--- src/hw/dispatch_pkg.sv ---
package dispatch_pkg;

	localparam int XLEN    = 32;
	localparam int PR_BITS = 6; // 64 physical registers

	typedef logic [XLEN-1:0]    xlen_t;
	typedef logic [31:0]        inst_t;
	typedef logic [4:0]         arch_reg_t;
	typedef logic [PR_BITS-1:0] pr_idx_t;

	localparam arch_reg_t ZERO_REG = 5'd0; // x0, never renamed

	typedef enum logic [1:0] {
		FU_ALU    = 2'd0,
		FU_LS     = 2'd1,
		FU_MULT   = 2'd2,
		FU_BRANCH = 2'd3
	} fu_sel_e;

	// one code space shared by all units, fu_sel tells them apart
	typedef enum logic [4:0] {
		OP_ADD    = 5'd0,
		OP_SUB    = 5'd1,
		OP_SLT    = 5'd2,
		OP_SLTU   = 5'd3,
		OP_AND    = 5'd4,
		OP_OR     = 5'd5,
		OP_XOR    = 5'd6,
		OP_SLL    = 5'd7,
		OP_SRL    = 5'd8,
		OP_SRA    = 5'd9,
		OP_UNCOND = 5'd10, // jal / jalr
		OP_BEQ    = 5'd11,
		OP_BNE    = 5'd12,
		OP_BLT    = 5'd13,
		OP_BGE    = 5'd14,
		OP_BLTU   = 5'd15,
		OP_BGEU   = 5'd16,
		OP_LB     = 5'd17,
		OP_LH     = 5'd18,
		OP_LW     = 5'd19,
		OP_LBU    = 5'd20,
		OP_LHU    = 5'd21,
		OP_SB     = 5'd22, // stores go down the alu for address calc
		OP_SH     = 5'd23,
		OP_SW     = 5'd24,
		OP_MUL    = 5'd25,
		OP_MULH   = 5'd26,
		OP_MULHSU = 5'd27,
		OP_MULHU  = 5'd28
	} op_sel_e;

	typedef enum logic [1:0] {
		OPA_RS1  = 2'd0,
		OPA_PC   = 2'd1,
		OPA_ZERO = 2'd2
	} opa_sel_e;

	typedef enum logic [2:0] {
		OPB_RS2   = 3'd0,
		OPB_I_IMM = 3'd1,
		OPB_S_IMM = 3'd2,
		OPB_B_IMM = 3'd3,
		OPB_U_IMM = 3'd4,
		OPB_J_IMM = 3'd5
	} opb_sel_e;

endpackage

--- src/hw/alloc_builder.sv ---
module alloc_builder #(
	parameter int WIDTH = 3
) (
	input  logic                                clk,
	input  logic                                arst_n,
	input  logic                    [WIDTH-1:0] slot_valid,
	input  dispatch_pkg::xlen_t     [WIDTH-1:0] pc,
	input  dispatch_pkg::pr_idx_t   [WIDTH-1:0] free_pr,
	input  dispatch_pkg::fu_sel_e   [WIDTH-1:0] dec_fu_sel,
	input  dispatch_pkg::op_sel_e   [WIDTH-1:0] dec_op_sel,
	input  dispatch_pkg::opa_sel_e  [WIDTH-1:0] dec_opa_sel,
	input  dispatch_pkg::opb_sel_e  [WIDTH-1:0] dec_opb_sel,
	input  dispatch_pkg::arch_reg_t [WIDTH-1:0] dec_dest_ar,
	input  dispatch_pkg::arch_reg_t [WIDTH-1:0] dec_src1_ar,
	input  dispatch_pkg::arch_reg_t [WIDTH-1:0] dec_src2_ar,
	input  logic                    [WIDTH-1:0] dec_is_store,
	input  logic                    [WIDTH-1:0] dec_halt,
	input  logic                    [WIDTH-1:0] dec_illegal,
	output logic                    [WIDTH-1:0] disp_valid,
	output dispatch_pkg::fu_sel_e   [WIDTH-1:0] fu_sel,
	output dispatch_pkg::op_sel_e   [WIDTH-1:0] op_sel,
	output dispatch_pkg::opa_sel_e  [WIDTH-1:0] opa_sel,
	output dispatch_pkg::opb_sel_e  [WIDTH-1:0] opb_sel,
	output dispatch_pkg::pr_idx_t   [WIDTH-1:0] dest_pr,
	output dispatch_pkg::arch_reg_t [WIDTH-1:0] map_ar,  // to map table
	output dispatch_pkg::arch_reg_t [WIDTH-1:0] src1_ar, // map table lookups
	output dispatch_pkg::arch_reg_t [WIDTH-1:0] src2_ar,
	output logic                    [WIDTH-1:0] new_pr_en, // free list pop + mt write
	output logic                    [WIDTH-1:0] sq_alloc,
	output logic                    [WIDTH-1:0] bp_en,
	output dispatch_pkg::xlen_t     [WIDTH-1:0] bp_pc,
	output logic                    [WIDTH-1:0] halt,
	output logic                    [WIDTH-1:0] illegal
);
	import dispatch_pkg::*;

	logic      [WIDTH-1:0] new_pr_en_d;
	logic      [WIDTH-1:0] sq_alloc_d;
	logic      [WIDTH-1:0] bp_en_d;
	pr_idx_t   [WIDTH-1:0] dest_pr_d;
	arch_reg_t [WIDTH-1:0] map_ar_d;
	xlen_t     [WIDTH-1:0] bp_pc_d;

	always_comb begin
		for (int i = 0; i < WIDTH; i++) begin
			// writes to x0 never take a physical register
			new_pr_en_d[i] = slot_valid[i] && (dec_dest_ar[i] != ZERO_REG);
			dest_pr_d[i]   = new_pr_en_d[i] ? free_pr[i] : '0;
			map_ar_d[i]    = slot_valid[i] ? dec_dest_ar[i] : ZERO_REG;
			sq_alloc_d[i]  = slot_valid[i] & dec_is_store[i];
			bp_en_d[i]     = slot_valid[i] && (dec_fu_sel[i] == FU_BRANCH);
			bp_pc_d[i]     = bp_en_d[i] ? pc[i] : '0;
		end
	end

	// control flops
	always_ff @(posedge clk or negedge arst_n) begin
		if (!arst_n) begin
			disp_valid <= '0;
			new_pr_en  <= '0;
			sq_alloc   <= '0;
			bp_en      <= '0;
			halt       <= '0;
			illegal    <= '0;
		end else begin
			disp_valid <= slot_valid;
			new_pr_en  <= new_pr_en_d;
			sq_alloc   <= sq_alloc_d;
			bp_en      <= bp_en_d;
			halt       <= dec_halt;
			illegal    <= dec_illegal;
		end
	end

	// payload, only meaningful alongside the control bits above
	always_ff @(posedge clk) begin
		fu_sel  <= dec_fu_sel;
		op_sel  <= dec_op_sel;
		opa_sel <= dec_opa_sel;
		opb_sel <= dec_opb_sel;
		dest_pr <= dest_pr_d;
		map_ar  <= map_ar_d;
		src1_ar <= dec_src1_ar;
		src2_ar <= dec_src2_ar;
		bp_pc   <= bp_pc_d;
	end

	sq_alloc_is_dispatched: assert property (@(posedge clk) disable iff (!arst_n)
		(sq_alloc & ~disp_valid) == '0)
		else $error("alloc_builder: sq_alloc %b without disp_valid %b", sq_alloc, disp_valid);

endmodule

--- src/hw/dispatch_stage.sv ---
module dispatch_stage #(
	parameter int WIDTH = 3 // number of slots with WIDTH-1 the oldest
) (
	input  logic                                clk,
	input  logic                                arst_n,
	input  logic                    [WIDTH-1:0] inst_valid,
	input  dispatch_pkg::inst_t     [WIDTH-1:0] inst,
	input  dispatch_pkg::xlen_t     [WIDTH-1:0] pc,
	input  logic                    [WIDTH-1:0] predict_taken,
	input  logic                    [WIDTH-1:0] rs_stall,
	input  logic                    [WIDTH-1:0] rob_stall,
	input  logic                    [WIDTH-1:0] sq_stall,
	input  logic                    [WIDTH-1:0] free_reg_valid,
	input  dispatch_pkg::pr_idx_t   [WIDTH-1:0] free_pr,
	output logic                    [WIDTH-1:0] d_stall, // back to fetch in the same cycle
	output logic                    [WIDTH-1:0] disp_valid,
	output dispatch_pkg::fu_sel_e   [WIDTH-1:0] fu_sel,
	output dispatch_pkg::op_sel_e   [WIDTH-1:0] op_sel,
	output dispatch_pkg::opa_sel_e  [WIDTH-1:0] opa_sel,
	output dispatch_pkg::opb_sel_e  [WIDTH-1:0] opb_sel,
	output dispatch_pkg::pr_idx_t   [WIDTH-1:0] dest_pr,
	output dispatch_pkg::arch_reg_t [WIDTH-1:0] map_ar,
	output dispatch_pkg::arch_reg_t [WIDTH-1:0] src1_ar,
	output dispatch_pkg::arch_reg_t [WIDTH-1:0] src2_ar,
	output logic                    [WIDTH-1:0] new_pr_en,
	output logic                    [WIDTH-1:0] sq_alloc,
	output logic                    [WIDTH-1:0] bp_en,
	output dispatch_pkg::xlen_t     [WIDTH-1:0] bp_pc,
	output logic                    [WIDTH-1:0] halt,
	output logic                    [WIDTH-1:0] illegal
);
	import dispatch_pkg::*;

	logic      [WIDTH-1:0] slot_valid; // survives stall and cancel
	fu_sel_e   [WIDTH-1:0] dec_fu_sel;
	op_sel_e   [WIDTH-1:0] dec_op_sel;
	opa_sel_e  [WIDTH-1:0] dec_opa_sel;
	opb_sel_e  [WIDTH-1:0] dec_opb_sel;
	arch_reg_t [WIDTH-1:0] dec_dest_ar;
	arch_reg_t [WIDTH-1:0] dec_src1_ar;
	arch_reg_t [WIDTH-1:0] dec_src2_ar;
	logic      [WIDTH-1:0] dec_is_store;
	logic      [WIDTH-1:0] dec_halt;
	logic      [WIDTH-1:0] dec_illegal;

	slot_gate #(.WIDTH(WIDTH)) slot_gate_inst (.*);

	for (genvar i = 0; i < WIDTH; i++) begin : g_dec
		rv32_decoder rv32_decoder_inst (
			.slot_valid (slot_valid[i]),
			.inst       (inst[i]),
			.fu_sel     (dec_fu_sel[i]),
			.op_sel     (dec_op_sel[i]),
			.opa_sel    (dec_opa_sel[i]),
			.opb_sel    (dec_opb_sel[i]),
			.dest_ar    (dec_dest_ar[i]),
			.src1_ar    (dec_src1_ar[i]),
			.src2_ar    (dec_src2_ar[i]),
			.is_store   (dec_is_store[i]),
			.halt       (dec_halt[i]),
			.illegal    (dec_illegal[i])
		);
	end

	alloc_builder #(.WIDTH(WIDTH)) alloc_builder_inst (.*);

endmodule

--- src/hw/rv32_decoder.sv ---
module rv32_decoder (
	input  logic                    slot_valid, // outputs are a noop when low
	input  dispatch_pkg::inst_t     inst,
	output dispatch_pkg::fu_sel_e   fu_sel,
	output dispatch_pkg::op_sel_e   op_sel,
	output dispatch_pkg::opa_sel_e  opa_sel,
	output dispatch_pkg::opb_sel_e  opb_sel,
	output dispatch_pkg::arch_reg_t dest_ar,
	output dispatch_pkg::arch_reg_t src1_ar,
	output dispatch_pkg::arch_reg_t src2_ar,
	output logic                    is_store,
	output logic                    halt,
	output logic                    illegal
);
	import dispatch_pkg::*;

	// major opcodes
	localparam logic [6:0] OPC_LUI    = 7'b0110111;
	localparam logic [6:0] OPC_AUIPC  = 7'b0010111;
	localparam logic [6:0] OPC_JAL    = 7'b1101111;
	localparam logic [6:0] OPC_JALR   = 7'b1100111;
	localparam logic [6:0] OPC_BRANCH = 7'b1100011;
	localparam logic [6:0] OPC_LOAD   = 7'b0000011;
	localparam logic [6:0] OPC_STORE  = 7'b0100011;
	localparam logic [6:0] OPC_OP_IMM = 7'b0010011;
	localparam logic [6:0] OPC_OP     = 7'b0110011;
	localparam logic [6:0] OPC_SYSTEM = 7'b1110011;

	localparam inst_t WFI_INST = 32'h1050_0073; // only system op kept

	logic [6:0] opcode;
	logic [2:0] funct3;
	logic [6:0] funct7;
	arch_reg_t  rd;
	arch_reg_t  rs1;
	arch_reg_t  rs2;

	assign opcode = inst[6:0];
	assign rd     = inst[11:7];
	assign funct3 = inst[14:12];
	assign rs1    = inst[19:15];
	assign rs2    = inst[24:20];
	assign funct7 = inst[31:25];

	always_comb begin
		// noop: add x0, x0, x0
		fu_sel   = FU_ALU;
		op_sel   = OP_ADD;
		opa_sel  = OPA_RS1;
		opb_sel  = OPB_RS2;
		dest_ar  = ZERO_REG;
		src1_ar  = ZERO_REG;
		src2_ar  = ZERO_REG;
		is_store = 1'b0;
		halt     = 1'b0;
		illegal  = 1'b0;
		if (slot_valid) begin
			case (opcode)
				OPC_LUI: begin
					opa_sel = OPA_ZERO;
					opb_sel = OPB_U_IMM;
					dest_ar = rd;
				end
				OPC_AUIPC: begin
					opa_sel = OPA_PC;
					opb_sel = OPB_U_IMM;
					dest_ar = rd;
				end
				OPC_JAL: begin
					fu_sel  = FU_BRANCH;
					op_sel  = OP_UNCOND;
					opa_sel = OPA_PC;
					opb_sel = OPB_J_IMM;
					dest_ar = rd;
				end
				OPC_JALR: begin
					fu_sel  = FU_BRANCH;
					op_sel  = OP_UNCOND;
					opb_sel = OPB_I_IMM;
					dest_ar = rd;
					src1_ar = rs1;
					illegal = (funct3 != 3'b000);
				end
				OPC_BRANCH: begin
					fu_sel  = FU_BRANCH;
					opa_sel = OPA_PC;
					opb_sel = OPB_B_IMM;
					src1_ar = rs1; // no rd, branches only compare
					src2_ar = rs2;
					case (funct3)
						3'b000:  op_sel = OP_BEQ;
						3'b001:  op_sel = OP_BNE;
						3'b100:  op_sel = OP_BLT;
						3'b101:  op_sel = OP_BGE;
						3'b110:  op_sel = OP_BLTU;
						3'b111:  op_sel = OP_BGEU;
						default: illegal = 1'b1;
					endcase
				end
				OPC_LOAD: begin
					fu_sel  = FU_LS;
					opb_sel = OPB_I_IMM;
					dest_ar = rd;
					src1_ar = rs1;
					case (funct3)
						3'b000:  op_sel = OP_LB;
						3'b001:  op_sel = OP_LH;
						3'b010:  op_sel = OP_LW;
						3'b100:  op_sel = OP_LBU;
						3'b101:  op_sel = OP_LHU;
						default: illegal = 1'b1;
					endcase
				end
				OPC_STORE: begin
					opb_sel  = OPB_S_IMM;
					src1_ar  = rs1; // base
					src2_ar  = rs2; // data
					is_store = 1'b1;
					case (funct3)
						3'b000:  op_sel = OP_SB;
						3'b001:  op_sel = OP_SH;
						3'b010:  op_sel = OP_SW;
						default: illegal = 1'b1;
					endcase
				end
				OPC_OP_IMM: begin
					opb_sel = OPB_I_IMM;
					dest_ar = rd;
					src1_ar = rs1;
					case (funct3)
						3'b000: op_sel = OP_ADD;
						3'b010: op_sel = OP_SLT;
						3'b011: op_sel = OP_SLTU;
						3'b100: op_sel = OP_XOR;
						3'b110: op_sel = OP_OR;
						3'b111: op_sel = OP_AND;
						3'b001: begin
							op_sel  = OP_SLL;
							illegal = (funct7 != 7'b0000000);
						end
						default: begin // srli / srai, bit 30 picks arithmetic
							op_sel  = funct7[5] ? OP_SRA : OP_SRL;
							illegal = ((funct7 & 7'b1011111) != 7'b0000000);
						end
					endcase
				end
				OPC_OP: begin
					dest_ar = rd;
					src1_ar = rs1;
					src2_ar = rs2;
					case (funct7)
						7'b0000000: begin
							case (funct3)
								3'b000: op_sel = OP_ADD;
								3'b001: op_sel = OP_SLL;
								3'b010: op_sel = OP_SLT;
								3'b011: op_sel = OP_SLTU;
								3'b100: op_sel = OP_XOR;
								3'b101: op_sel = OP_SRL;
								3'b110: op_sel = OP_OR;
								default: op_sel = OP_AND;
							endcase
						end
						7'b0100000: begin
							case (funct3)
								3'b000:  op_sel = OP_SUB;
								3'b101:  op_sel = OP_SRA;
								default: illegal = 1'b1;
							endcase
						end
						7'b0000001: begin
							fu_sel = FU_MULT;
							case (funct3)
								3'b000:  op_sel = OP_MUL;
								3'b001:  op_sel = OP_MULH;
								3'b010:  op_sel = OP_MULHSU;
								3'b011:  op_sel = OP_MULHU;
								default: illegal = 1'b1; // no divider in this core
							endcase
						end
						default: illegal = 1'b1;
					endcase
				end
				OPC_SYSTEM: begin
					if (inst == WFI_INST)
						halt = 1'b1;
					else
						illegal = 1'b1;
				end
				default: illegal = 1'b1;
			endcase
			// bad encodings fall back to the noop fields so nothing gets allocated
			if (illegal) begin
				fu_sel   = FU_ALU;
				op_sel   = OP_ADD;
				opa_sel  = OPA_RS1;
				opb_sel  = OPB_RS2;
				dest_ar  = ZERO_REG;
				src1_ar  = ZERO_REG;
				src2_ar  = ZERO_REG;
				is_store = 1'b0;
			end
		end
	end

	always_comb begin
		assert final (!(halt && illegal))
			else $error("rv32_decoder: halt and illegal both set, inst %h", inst);
	end

endmodule

--- src/hw/slot_gate.sv ---
module slot_gate #(
	parameter int WIDTH = 3 // slot WIDTH-1 is the oldest
) (
	input  logic [WIDTH-1:0] inst_valid,
	input  logic [WIDTH-1:0] predict_taken,
	input  logic [WIDTH-1:0] rs_stall,       // rs full
	input  logic [WIDTH-1:0] rob_stall,      // rob full
	input  logic [WIDTH-1:0] sq_stall,       // store queue full
	input  logic [WIDTH-1:0] free_reg_valid, // free list has a pr for this slot
	output logic [WIDTH-1:0] d_stall,
	output logic [WIDTH-1:0] slot_valid
);

	logic [WIDTH-1:0] older_taken; // some older slot is predicted taken

	// structural hazard per slot
	assign d_stall = rs_stall | rob_stall | sq_stall | ~free_reg_valid;

	// scan from the oldest slot down, anything behind a taken
	// prediction is on the wrong path
	always_comb begin
		older_taken[WIDTH-1] = 1'b0;
		for (int i = WIDTH - 2; i >= 0; i--) begin
			older_taken[i] = older_taken[i+1] | predict_taken[i+1];
		end
	end

	// the taken slot itself still goes
	assign slot_valid = inst_valid & ~d_stall & ~older_taken;

	always_comb begin
		assert final ((d_stall & slot_valid) == '0)
			else $error("slot_gate: stalled slot marked valid, d_stall %b slot_valid %b",
				d_stall, slot_valid);
	end

endmodule

--- config.mk ---
export PLATFORM = sky130hd
export DESIGN_NAME = dispatch_stage
export DESIGN_NICKNAME = d
export VERILOG_FILES = /design/src/hw/dispatch_pkg.sv /design/src/hw/alloc_builder.sv /design/src/hw/dispatch_stage.sv /design/src/hw/rv32_decoder.sv /design/src/hw/slot_gate.sv
export SDC_FILE = /design/constraint.sdc
export NUM_CORES = 1
export LEC_CHECK = 0
export ABC_AREA = 0
export BUFFER_PORTS_ARGS = -buffer_cell sky130_fd_sc_hd__buf_2
export CORE_AREA = 3 3 174 176
export CTS_BUF_LIST = sky130_fd_sc_hd__clkbuf_16
export CTS_CLUSTER_SIZE = 24
export DETAILED_ROUTE_END_ITERATION = 8
export DIE_AREA = 0 0 177 179
export GPL_TIMING_DRIVEN = 0
export PLACE_DENSITY = 0.67
export SYNTH_ARGS = -nofsm -noshare
export SYNTH_HDL_FRONTEND = slang
export SYNTH_SLANG_ARGS = --single-unit
--- constraint.sdc ---
create_clock -name clk -period 0.8 [get_ports clk]
set_input_delay 0.04 -clock clk [delete_from_list [all_inputs] [get_ports clk]]
set_output_delay 0.04 -clock clk [all_outputs]
set_load 0.02 [all_outputs]
; ---- Word level (Yosys, flattened, before mapping)
; Index checks and enable logic that the tools add are counted.
[word_totals]
reg_bits = 213
output_inout_bits = 216
word_cells = 303
[op_classes]
eq_ne = 63
mux = 108
n_bitwise = 21
n_reduce_logical = 78
[ops]
columns = operator, count
row1 = $pmux W5 S6, 6
row2 = $pmux W5 S7, 3
row3 = $eq A32 B29 Y1 const B, 3
row4 = $pmux W5 S3, 6
row5 = $eq A7 B6 Y1 const B, 12
row6 = $eq A7 B7 Y1 const B, 12
row7 = $pmux W4 S7, 3
row8 = $pmux W5 S5, 3
row9 = $reduce_or A3 Y1, 24
row10 = $pmux W5 S4, 3
row11 = $reduce_or A6 Y1, 9
row12 = $mux W1, 45
row13 = $mux W5, 9
row14 = $pmux W3 S5, 3
row15 = $eq A7 B5 Y1 const B, 6
row16 = $reduce_bool A7 Y1, 6
row17 = $eq A3 B3 Y1 const B, 12
row18 = $pmux W1 S8, 3
row19 = $pmux W4 S2, 3
row20 = $reduce_or A2 Y1, 12
row21 = $eq A7 B1 Y1 const B, 3
row22 = $eq A7 B2 Y1 const B, 3
row23 = $logic_not A7 Y1, 3
row24 = $reduce_or A7 Y1, 3
row25 = 21 further kinds, 75

; ---- Longest topological paths before layout
; Gate-level depths: netlist of run 1.
[logic_depth]
depth_word = 11
mapped_depth = 9
ltp_nobuf = 6

; ---- Modules after synthesis
; Synthesis of run 1 repeated with hierarchy kept, for this count alone.
[hier_totals]
hier_cells = 950
area_unflattened_um2 = 9041.2
[modules_own_cells]
columns = module, n_inst, cells_each, area_per_inst_um2, seq_area_each_um2
row1 = alloc_builder, 1, 387, 5439.0, 4354.2
row2 = rv32_decoder at g_dec[1].rv32_decoder_inst, 1, 190, 1257.5, 0.0
row3 = rv32_decoder at g_dec[0].rv32_decoder_inst, 1, 186, 1182.4, 0.0
row4 = rv32_decoder at g_dec[2].rv32_decoder_inst, 1, 180, 1094.8, 0.0
row5 = slot_gate, 1, 7, 67.6, 0.0

; ---- Least setup slack after synthesis of run 1
; No wires, ideal clock.
[synth_path]
kind = input to register
startpoint = input rob_stall[1]
endpoint = register alloc_builder_inst.map_ar[5] (netlist name)
setup_time_ns = 0.060
arrival_ns = 1.970
setup_slack_ns = -1.230
cell_stages = 7
n_path_buf = 1
cell_sequence = or4b_1 > or3b_4 > clkinv_1 > and4_1 > and4b_1 > buf_4 > and3_1
[synth_via]
elab_chain_cells = 7
[synth_rtl]
columns = item, line_no
row1 = "start, declared", dispatch_stage.sv:11  ; input logic [WIDTH-1:0] rob_stall,
row2 = $or A3 B3 Y3 * (3 in a row), slot_gate.sv:17  ; assign d_stall = rs_stall | rob_stall | sq_stall | ~free_reg_valid;
row3 = $not A3 Y3 *, slot_gate.sv:29  ; assign slot_valid = inst_valid & ~d_stall & ~older_taken;
row4 = $and A3 B3 Y3 * (2 in a row), slot_gate.sv:29
row5 = named net g_dec[1].rv32_decoder_inst.slot_valid, rv32_decoder.sv:2  ; input logic slot_valid,
row6 = $mux W5, rv32_decoder.sv:57  ; if (slot_valid) begin
row7 = "end signal, assigned", alloc_builder.sv:82  ; map_ar <= map_ar_d;
row8 = "end, declared", alloc_builder.sv:25  ; output dispatch_pkg::arch_reg_t [WIDTH-1:0] map_ar,
; The timed path passes the listed nets; every way through them passes the cells marked *.
; A chain may end at the register's enable or synchronous reset.

; ---- Worst setup path after layout of run 1
[layout_path]
startpoint = input inst[31] (netlist name)
endpoint = register alloc_builder_inst.sq_alloc[0]
[layout_via]
elab_chain_cells = 7
elab_cells_between_ends = 14
[layout_rtl]
columns = item, line_no
row1 = "start, declared", dispatch_stage.sv:7  ; input dispatch_pkg::inst_t [WIDTH-1:0] inst,
row2 = "$eq A32 B29 Y1, or another cell as far along", rv32_decoder.sv:185  ; if (inst == WFI_INST)
row3 = "$mux W1, or another cell as far along", rv32_decoder.sv:185
row4 = $pmux W1 S8 *, rv32_decoder.sv:58  ; case (opcode)
row5 = $mux W1 *, rv32_decoder.sv:57
row6 = $mux W1 *, rv32_decoder.sv:193  ; if (illegal) begin
row7 = $mux W1 *, rv32_decoder.sv:57
row8 = $and A1 B1 Y1 *, alloc_builder.sv:50  ; sq_alloc_d[i] = slot_valid[i] & dec_is_store[i];
row9 = named net alloc_builder_inst.sq_alloc_d[0], alloc_builder.sv:38  ; logic [WIDTH-1:0] sq_alloc_d;
row10 = "end signal, assigned", alloc_builder.sv:68  ; sq_alloc <= sq_alloc_d;
row11 = "end, declared", alloc_builder.sv:29  ; output logic [WIDTH-1:0] sq_alloc,
; The timed path passes the listed nets; every way through them passes the cells marked *. The select of a mux whose other input is x is not followed.

==> results of run 1 <==
## logic make-up (layout without fill, tap and decap cells)
logic type	Yosys count	in the layout	synth area share (%)
buffers and inverters	97	809	4.60
multiplexers	3	3	0.345
XOR/XNOR	7	7	0.705
AND/OR/NAND/NOR	451	451	31.8
other	0	4	0
flip-flops	213	213	50.1
AO/OA/AOI/OAI	156	156	12.5
## cell type report
cell class / instances / share of cell area [%]
flip-flops and latches: 213 / 25.7
clock buffers: 23 / 3.21
repair buffers: 674 / 33.8
clock inverters: 18 / 1.08
inverters: 27 / 0.621
plain buffers: 67 / 3.08
multi-input cells: 617 / 29.8
well taps: 384 / 2.68
diodes: 4 / 0.0558
## state kept, by name (all words and copies together), names as in the netlist, 6 cells and up
register / flops
alloc_builder_inst.bp_pc: 96
alloc_builder_inst.dest_pr: 18
alloc_builder_inst.fu_sel: 6
alloc_builder_inst.map_ar: 15
alloc_builder_inst.op_sel: 15
alloc_builder_inst.opa_sel: 6
alloc_builder_inst.opb_sel: 9
alloc_builder_inst.src1_ar: 15
alloc_builder_inst.src2_ar: 15
## per-layer routing
metal  up-vias  wire, um  part of all wire (%)
met3       202      4280                   9.1
met1      5137     16000                    34
met4         2      3170                   6.8
met5         -        13                 0.028
li1       4710         -                     -
met2       694     23400                    50
## layout by cell type, fill, tap and decap left out, types with 26 or more instances in the layout
master and instances:
buf_4 34, nand2_1 47, dfxtp_2 194, inv_1 29, buf_6 264, and3_1 26, clkbuf_16 28, buf_2 214
and2_4 69, and2_1 38, nor2_1 37, dlygate4sd3_1 163, a21oi_1 28
## worst max-delay path: cells and delay by family
kind,cells,cell delay (ns)
simple gates,4,1.16
buf+inv,4,0.58
compound gates,1,0.29
## where the power goes
part,total [mW],switching [mW],internal (mW)
Sequential,10.6,0.00227,10.6
Clock,11.1,4.52,6.53
Combinational,3.25,1.67,1.58
## path summary, 6_finish.rpt
kind | slack, ns | depth (start not counted) | end
worst max-delay path | -0.87 | 9 | alloc_builder_inst.sq_alloc[0]$_DFF_PN0_
worst min-delay path | -0.24 | 2 | alloc_builder_inst.src1_ar[6]$_SDFF_PP0_
max in group asynchronous | 0.30 | 2 | alloc_builder_inst.illegal[2]$_DFF_PN0_
min in group asynchronous | 0.08 | 2 | alloc_builder_inst.bp_en[1]$_DFF_PN0_
## per-stage QoR
step           total power [mW]  hold WS [ns]  setup slack, ns
2_1_floorplan              11.9        -0.256            -1.17
3_3_place_gp               12.8        0.0979            -2.04
3_5_place_dp               12.8        0.0953            -2.01
4_1_cts                    24.5        -0.247           -0.849
5_1_grt                    25.7        -0.253           -0.884
6_report                   24.9        -0.237           -0.869
## what timing repair did
item,CTS,global route
endpoints found under the setup margin,428,427
endpoints found under the hold margin,201,22
setup buffers,39,23
gates resized for setup,794,190
hold buffers,158,9
cloned,15,2
pin swaps,29,46
==> impl_metrics.csv, run 1 <==
group,metric,value,unit
clock_tree,htreeDepth,1,
drt,drtAntennaViolNets,0,
layout,multi_input_area,5350,um^2
floorplan,die_h,179,um
synthesis,synth_area,8700,um^2
floorplan,num_rows,62,
clock_tree,cts_buffers,23,
drt,wl_per_cell,23.2,um
worst_setup_path,worstPathCellList,"buf_6 > or4_4 > buf_12 > a2111oi_4 > nor3_4 > nor4_4 > buf_6 > buf_6 > nor3b_4",
synthesis,synth.ff_latch_count,213,
drt,first_pass_iters,6,
layout,post-route-util,62.3,%
layout,syn_to_final_growth,106,%
drt,vias_per_cell,5.30,
power_and_ir_drop,p_per_area,1390,nW/um^2
synthesis,synth_fp_nets,1157,
sta,min_period,1.67,ns
worst_setup_path,setup.worst_path.end_class,"flip-flop",
placed_design,placedCellCount,1745,
grt,grt_overflow,0,
sta,tightest_slew,0.800,ns
synthesis,synth_top_area_share,44.9,%
job,drv_cap,0,
grt,grt_pass1_wl,64100,um
grt,antenna_found_initial,4,
placed_design,hpwl,27300,um
drt,wirelength,46900,um
synthesis,yosysWarnings,0,
synthesis,yosys-top-cells-count,"195 x dfxtp_1, 107 x and2_1, 56 x clkbuf_1, 51 x nand2_1, 45 x nor3_1",
worst_setup_path,start_kind,"primary input",
power_and_ir_drop,p_leak,7.83,nW
synthesis,yosys.area.top_type,"dfxtp_1",
synthesis,synth-main-ff-cell,"dfxtp_1",
synthesis,synth_most_common_cell,"dfxtp_1",
synthesis,synthArstFlopShare,8.45,%
synthesis,synth.area.top_cells,"dfxtp_1 45%, and2_1 7.7%, dfrtp_1 5.2%",
layout,layout-drive-gt1-share,62.6,%
floorplan,design.core.area,28800,um^2
drt,dr.first_iter.drc_count,644,
grt,grt_max_degree,19,
drt,drc,0,
min_path,min-delay-start,"inst[48]",
power_and_ir_drop,peakVddDrop,1.33,mV
worst_setup_path,cpMostUsedCell,"buf_6",
min_path,min_path_type,"primary input to flip-flop",
grt,grt_use_total,26.0,%
layout,fin_nets,1853,
worst_setup_path,crit_arrival,2.09,ns
drt,num_vias,10700,
worst_setup_path,cp_max_fo,7,
synthesis,synth_edf_count,0,
grt,grt_use_met3,6.76,%
worst_setup_path,critPathSlowestCell,"or4_4",
grt,met1_usage,28.0,%
run_status,outcome,"finished with violations",
grt,grt_util_met2,45.4,%
sta,fin_setup_tns,-175.96,ns
worst_setup_path,slowest_delay,0.59,ns
sta,holdWs,-0.237,ns
sta,fin_ws,-0.869,ns
sta,relSlewSlack,46.6,%
floorplan,start_util,30.2,%
run_status,violations,"hold timing, setup timing",
grt,busiest_layer,"met2",
grt,grt_pass1_vias,11100,
floorplan,dieArea,31700,um^2
clock_tree,cts_sinks,213,
layout,fin_area,17900,um^2
sta,slew_viol_final,0,
sta,hold_violations,11,
layout,regArea,4600,um^2
synthesis,synth_cell_types,82,
worst_setup_path,cp.required,1.22,ns
placed_design,gp_congestion,0.912,
clock_tree,cts_tree,"yes",
sta,rsz0062_at_grt,"true",
sta,finalCritPeriodShare,209,%
clock_tree,root_buffer,"clkbuf_16",
layout,fin_cells,2027,
clock_tree,clkTransAtPathRegs,0.06,ns
layout,fillers,2118,
placed_design,post_dp_cell_area,11800,um^2
synthesis,synth_sequential_area_ratio,50.1,%
clock_tree,clk_path_buf_depth,3,
worst_setup_path,crit_start,"inst[31]",
synthesis,synthCells,927,
floorplan,io_pins,446,
synthesis,avgSynthCellArea,9.38,um^2
sta,finalSetupViolCount,427,
sta,fmax,0.599,GHz
placed_design,port-buffer-count,434,
worst_setup_path,crit_type,"primary input to flip-flop",
floorplan,fp.dieW,177,um
No activity file was read; power rests on OpenSTA's default activity.
==> run 2: changes to the inputs <==
--- a/config.mk
+++ b/config.mk
@@ -14,6 +14,7 @@
 export DIE_AREA = 0 0 177 179
 export GPL_TIMING_DRIVEN = 0
 export PLACE_DENSITY = 0.67
+export REMOVE_ABC_BUFFERS = 1
 export SYNTH_ARGS = -nofsm -noshare
 export SYNTH_HDL_FRONTEND = slang
 export SYNTH_SLANG_ARGS = --single-unit
==> impl_metrics.csv, run 2 (synthesized netlist as in run 1, its figures left out) <==
group,metric,value,unit
drt,num_vias,10700,
clock_tree,clk_path_buf_depth,3,
power_and_ir_drop,peakVddDrop,1.51,mV
drt,drtAntennaViolNets,0,
worst_setup_path,start_kind,"primary input",
floorplan,die_h,179,um
grt,grt_pass1_wl,63200,um
sta,fmax,0.579,GHz
placed_design,post_dp_cell_area,11100,um^2
floorplan,start_util,30.2,%
job,drv_cap,0,
worst_setup_path,endpoint,"alloc_builder_inst.opb_sel[1]$_SDFF_PP0_",
grt,grt_pass1_vias,10800,
layout,syn_to_final_growth,104,%
layout,reg_top3,"alloc_builder_inst.bp_pc x96, alloc_builder_inst.dest_pr x18",
floorplan,num_rows,62,
layout,final_common_cell,"buf_6",
grt,grt_max_degree,29,
floorplan,fp.dieW,177,um
power_and_ir_drop,p_total,24.5,mW
grt,antenna_found_initial,6,
layout,largest_reg_flops,96,
worst_setup_path,cp.required,1.26,ns
worst_setup_path,crit_type,"primary input to flip-flop",
layout,layout-drive-gt1-share,61.2,%
grt,grt_overflow,0,
run_status,outcome,"finished with violations",
drt,wl_per_cell,23.1,um
drt,dr.first_iter.drc_count,1127,
power_and_ir_drop,p_per_area,1380,nW/um^2
sta,fin_ws,-0.926,ns
layout,top_register,"alloc_builder_inst.bp_pc",
clock_tree,htreeDepth,1,
sta,holdWs,-0.219,ns
clock_tree,root_buffer,"clkbuf_16",
worst_setup_path,setup.worst_path.end_class,"flip-flop",
layout,layout_common_cells,"246 x buf_6, 207 x buf_2, 192 x dfxtp_2, 166 x dlygate4sd3_1, 67 x and2_1",
placed_design,gp_congestion,0.894,
sta,rsz0062_at_grt,"true",
sta,relSlewSlack,32.3,%
worst_setup_path,cp_max_fo,5,
power_and_ir_drop,p_leak,7.65,nW
drt,vias_per_cell,5.39,
placed_design,hpwl,23800,um
floorplan,design.core.area,28800,um^2
sta,finalSetupViolCount,427,
drt,first_pass_iters,8,
drt,wirelength,46100,um
worst_setup_path,crit_arrival,2.19,ns
floorplan,io_pins,446,
placed_design,port-buffer-count,444,
layout,fin_area,17700,um^2
grt,grt_use_total,25.5,%
clock_tree,cts_sinks,213,
sta,slew_viol_final,0,
sta,min_period,1.73,ns
run_status,violations,"hold timing, setup timing",
sta,tightest_slew,1.00,ns
clock_tree,cts_buffers,23,
worst_setup_path,crit_start,"sq_stall[0]",
clock_tree,cts_tree,"yes",
min_path,min_path_type,"primary input to flip-flop",
sta,finalCritPeriodShare,216,%
sta,hold_violations,11,
layout,fin_nets,1821,
drt,drc,0,
clock_tree,clkTransAtPathRegs,0.06,ns
floorplan,dieArea,31700,um^2
-- run 2: critical path: stages --
cell and delay [ns]:
buf_8 0.11, or4b_4 0.56, or4b_4 0.56, clkinv_4 0.09, o21ai_4 0.07, buf_6 0.13, nor4_4 0.23, buf_4 0.22
and3_4 0.17
-- run 2: worst min path at each step --
stage               startpoint                                       end  depth (start not counted)
floorplan               arst_n     alloc_builder_inst.bp_en[0]$_DFF_PN0_                          0
global placement        arst_n      alloc_builder_inst.halt[0]$_DFF_PN0_                          1
CTS                   inst[48]  alloc_builder_inst.src1_ar[6]$_SDFF_PP0_                          2
detailed placement      arst_n      alloc_builder_inst.halt[0]$_DFF_PN0_                          1
finish                inst[49]  alloc_builder_inst.src1_ar[7]$_SDFF_PP0_                          2
global route          inst[49]  alloc_builder_inst.src1_ar[7]$_SDFF_PP0_                          2
-- run 2: power breakdown --
part	leakage [nW]	internal [mW]	switching, mW	total, mW
logic	5.35	1.57	1.66	3.23
registers	1.92	10.6	0.00197	10.6
clock network	0.376	6.17	4.48	10.7
-- run 2: per-stage QoR --
stage / setup TNS, ns / hold slack, ns / util, % / worst slack [ns] / std cells
final: -191.31 / -0.219 / 61.6 / -0.926 / 1993
after detailed placement: -397.25 / 0.0879 / 38.7 / -2.53 / 1688
after floorplan: -263.80 / -0.256 / - / -1.65 / 857
after global placement: -419.22 / 0.0878 / 38.6 / -2.67 / 1685
after global routing: -202.39 / -0.235 / 61.6 / -0.936 / 1991
after CTS: -179.64 / -0.256 / 58.6 / -0.828 / 1961
-- run 2: timing repair --
action | 4_1_cts | 5_1_grt
resized for setup | 832 | 138
cloned | 14 | 3
pin swaps | 91 | 92
endpoints found under the hold margin | 201 | 19
setup endpoints to repair | 427 | 427
buffers inserted | 56 | 31
hold buffers | 164 | 7
-- run 2: area by class of cell --
class	count	area, um^2
diodes	4	10.0
fillers	2012	11100
clock buffers	23	576
repair buffers	704	6410
inverters	27	111
flip-flops and latches	213	4610
multi-input cells	622	5380
clock inverters	16	154
well taps	384	480
-- run 2: routing by layer --
layer	track usage, %	vias to the layer above	wire, um
met5	0	-	21
met4	11.9	4	2730
met3	7.81	223	5010
met2	43.4	768	22200
met1	29.2	5100	16100
li1	-	4653	-
==> run 3: changes to the inputs <==
--- a/config.mk
+++ b/config.mk
@@ -5,15 +5,16 @@
 export SDC_FILE = /design/constraint.sdc
 export NUM_CORES = 1
 export LEC_CHECK = 0
-export ABC_AREA = 0
+export ABC_AREA = 1
 export BUFFER_PORTS_ARGS = -buffer_cell sky130_fd_sc_hd__buf_2
-export CORE_AREA = 3 3 174 176
+export CORE_AREA = 3 3 170 172
 export CTS_BUF_LIST = sky130_fd_sc_hd__clkbuf_16
 export CTS_CLUSTER_SIZE = 24
 export DETAILED_ROUTE_END_ITERATION = 8
-export DIE_AREA = 0 0 177 179
+export DIE_AREA = 0 0 173 175
 export GPL_TIMING_DRIVEN = 0
-export PLACE_DENSITY = 0.67
+export MAX_ROUTING_LAYER = met4
+export PLACE_DENSITY = 0.69
 export REMOVE_ABC_BUFFERS = 1
 export SYNTH_ARGS = -nofsm -noshare
 export SYNTH_HDL_FRONTEND = slang
==> impl_metrics.csv, run 3 <==
group,metric,value,unit
drt,num_vias,11300,
synthesis,yosys.area.top_type,"dfxtp_1",
floorplan,num_rows,61,
sta,fin_setup_tns,-138.59,ns
clock_tree,cts_tree,"yes",
drt,top_layer,"met4",
worst_setup_path,cp_max_fo,8,
grt,grt_use_total,25.6,%
clock_tree,clkTransAtPathRegs,0.06,ns
synthesis,yosysWarnings,0,
grt,grt_pass1_wl,60000,um
power_and_ir_drop,peakVddDrop,1.39,mV
synthesis,synth_edf_count,0,
worst_setup_path,setup.worst_path.end_class,"flip-flop",
grt,grt_pass1_vias,10900,
floorplan,fp.dieW,173,um
power_and_ir_drop,p_leak,8.74,nW
drt,drtAntennaViolNets,0,
worst_setup_path,crit_arrival,1.81,ns
floorplan,design.core.area,27600,um^2
placed_design,gp_congestion,0.929,
sta,finalSetupViolCount,419,
layout,top_register,"alloc_builder_inst.bp_pc",
drt,wl_per_cell,18.6,um
sta,holdWs,-0.244,ns
synthesis,synth_area,8840,um^2
drt,dr.first_iter.drc_count,801,
layout,layout-drive-gt1-share,49.8,%
placed_design,post_dp_cell_area,11400,um^2
layout,fin_area,17000,um^2
sta,tightest_slew,0.705,ns
sta,min_period,1.37,ns
clock_tree,cts_buffers,24,
synthesis,synth_most_common_cell,"inv_1",
worst_setup_path,cp.required,1.25,ns
drt,met2_length,21600,um
layout,syn_to_final_growth,92.7,%
grt,antenna_found_initial,14,
run_status,outcome,"finished with violations",
power_and_ir_drop,p_per_area,1390,nW/um^2
synthesis,synth.ff_latch_count,213,
placed_design,hpwl,26200,um
min_path,holdPathStages,3,
synthesis,synth_top_area_share,44.1,%
drt,drc,0,
floorplan,io_pins,446,
sta,fin_ws,-0.567,ns
sta,slew_viol_final,0,
floorplan,start_util,32.0,%
min_path,min_to,"alloc_builder_inst.src2_ar[6]$_SDFF_PP0_",
layout,largest_reg_flops,96,
run_status,violations,"hold timing, setup timing",
clock_tree,root_buffer,"clkbuf_16",
floorplan,dieArea,30300,um^2
synthesis,synth_cell_types,44,
synthesis,yosys-top-cells-count,"246 x inv_1, 237 x nor2_1, 195 x dfxtp_1, 177 x nand2_1, 65 x nand3_1",
placed_design,port-buffer-count,444,
floorplan,die_h,175,um
grt,grt_max_degree,19,
min_path,min-delay-start,"inst[53]",
layout,fin_nets,2145,
worst_setup_path,start_kind,"primary input",
grt,grt_overflow,0,
clock_tree,cts_sinks,213,
sta,fmax,0.732,GHz
drt,first_pass_iters,5,
worst_setup_path,crit_type,"primary input to flip-flop",
clock_tree,htreeDepth,1,
job,drv_cap,0,
clock_tree,clk_path_buf_depth,3,
min_path,min_path_type,"primary input to flip-flop",
synthesis,avgSynthCellArea,7.45,um^2
synthesis,synth-main-ff-cell,"dfxtp_1",
power_and_ir_drop,p_total,23.7,mW
synthesis,synth.area.top_cells,"dfxtp_1 44%, inv_1 10%, nor2_1 10%",
sta,hold_violations,26,
synthesis,synth_sequential_area_ratio,49.2,%
layout,final_common_cell,"buf_2",
sta,relSlewSlack,53.0,%
drt,vias_per_cell,4.85,
sta,finalCritPeriodShare,171,%
layout,reg_top3,"alloc_builder_inst.bp_pc x96, alloc_builder_inst.dest_pr x18",
drt,wl_met3,3650,um
sta,rsz0062_at_grt,"true",
layout,layout_common_cells,"406 x buf_2, 224 x inv_1, 193 x dfxtp_1, 159 x dlygate4sd3_1, 124 x nor2_1",
drt,wirelength,43100,um
synthesis,synthCells,1187,
synthesis,synthArstFlopShare,8.45,%
drt,wl_met1,15500,um
==> run 3: cell count changes after synthesis, moves of 15 or more <==
cell      previous run  this run
inv_1               25       246
nor2_1              44       237
nand2_1             51       177
and2_1             107         4
clkbuf_1            56         2
nand3_1             20        65
and3_1              34         0
nor2_4               0        33
nor4b_1             17         0
nor3_1              45        29
nand2b_1            15         0
==> run 3: worst max path at each step <==
stage | start | end | slack, ns
5_1_grt | inst[34] | alloc_builder_inst.bp_pc[62]$_SDFF_PN0_ | -0.63
2_1_floorplan | inst[35] | alloc_builder_inst.bp_pc[32]$_SDFF_PN0_ | -1.28
4_1_cts | inst[60] | alloc_builder_inst.bp_pc[32]$_SDFF_PN0_ | -0.55
3_5_place_dp | inst[2] | alloc_builder_inst.bp_pc[9]$_SDFF_PN0_ | -1.96
6_report | inst[91] | alloc_builder_inst.bp_pc[87]$_SDFF_PN0_ | -0.57
3_3_place_gp | inst[67] | alloc_builder_inst.bp_pc[74]$_SDFF_PN0_ | -1.99
==> run 3: layer usage <==
metal / global-route usage (%) / vias to the layer above
li1: - / 5125
met1: 28.7 / 5226
met2: 45.1 / 710
met3: 5.48 / 214
met4: 9.05 / 0
met5: - / -
==> run 3: what timing repair did <==
action,4_1_cts,5_1_grt
endpoints found under the hold margin,205,25
gates resized for setup,259,352
buffers inserted,69,43
pin swaps,56,88
hold buffers,159,1
endpoints found under the setup margin,420,420
cloned,9,3
==> run 3: cell type report <==
type | instances | area [um^2]
clock inverters | 18 | 100
repair buffers | 715 | 5220
fillers | 2127 | 10600
flip-flops and latches | 213 | 4360
multi-input cells | 704 | 5170
diodes | 14 | 35.0
well taps | 378 | 473
clock buffers | 24 | 601
inverters | 257 | 1090
==> run 3: critical path, cell delays in order <==
cell and delay (ns):
buf_2 0.13, nor2_4 0.18, nand2_2 0.10, nor2_2 0.15, nor2_1 0.08, a21oi_2 0.16
nand2_2 0.12, nor2_4 0.16, nand2_4 0.09, a21oi_4 0.14, buf_12 0.18, nand2_8 0.12
nor2_1 0.14
==> run 3: logic make-up (layout without fill, tap and decap cells) <==
kind of cell | after synthesis | in the layout | synth area share [%]
other cells | 0 | 14 | 0
buf+inv | 277 | 1014 | 12.6
flops | 213 | 213 | 49.2
compound gates | 123 | 123 | 8.55
simple gates | 574 | 581 | 29.6
==> run 3: per-stage QoR <==
step                      instances  setup WS (ns)  utilization [%]
after floorplan                1167          -1.28                -
after global placement         1989          -1.99             41.2
after detailed placement       1990          -1.96             41.3
after CTS                      2268         -0.553             55.5
after global routing           2323         -0.631             61.7
final                          2323         -0.567             61.7
==> run 3: power by group <==
part	switching [mW]	internal, mW
clock	4.50	5.45
combinational	1.65	1.49
sequential	0.000761	10.6
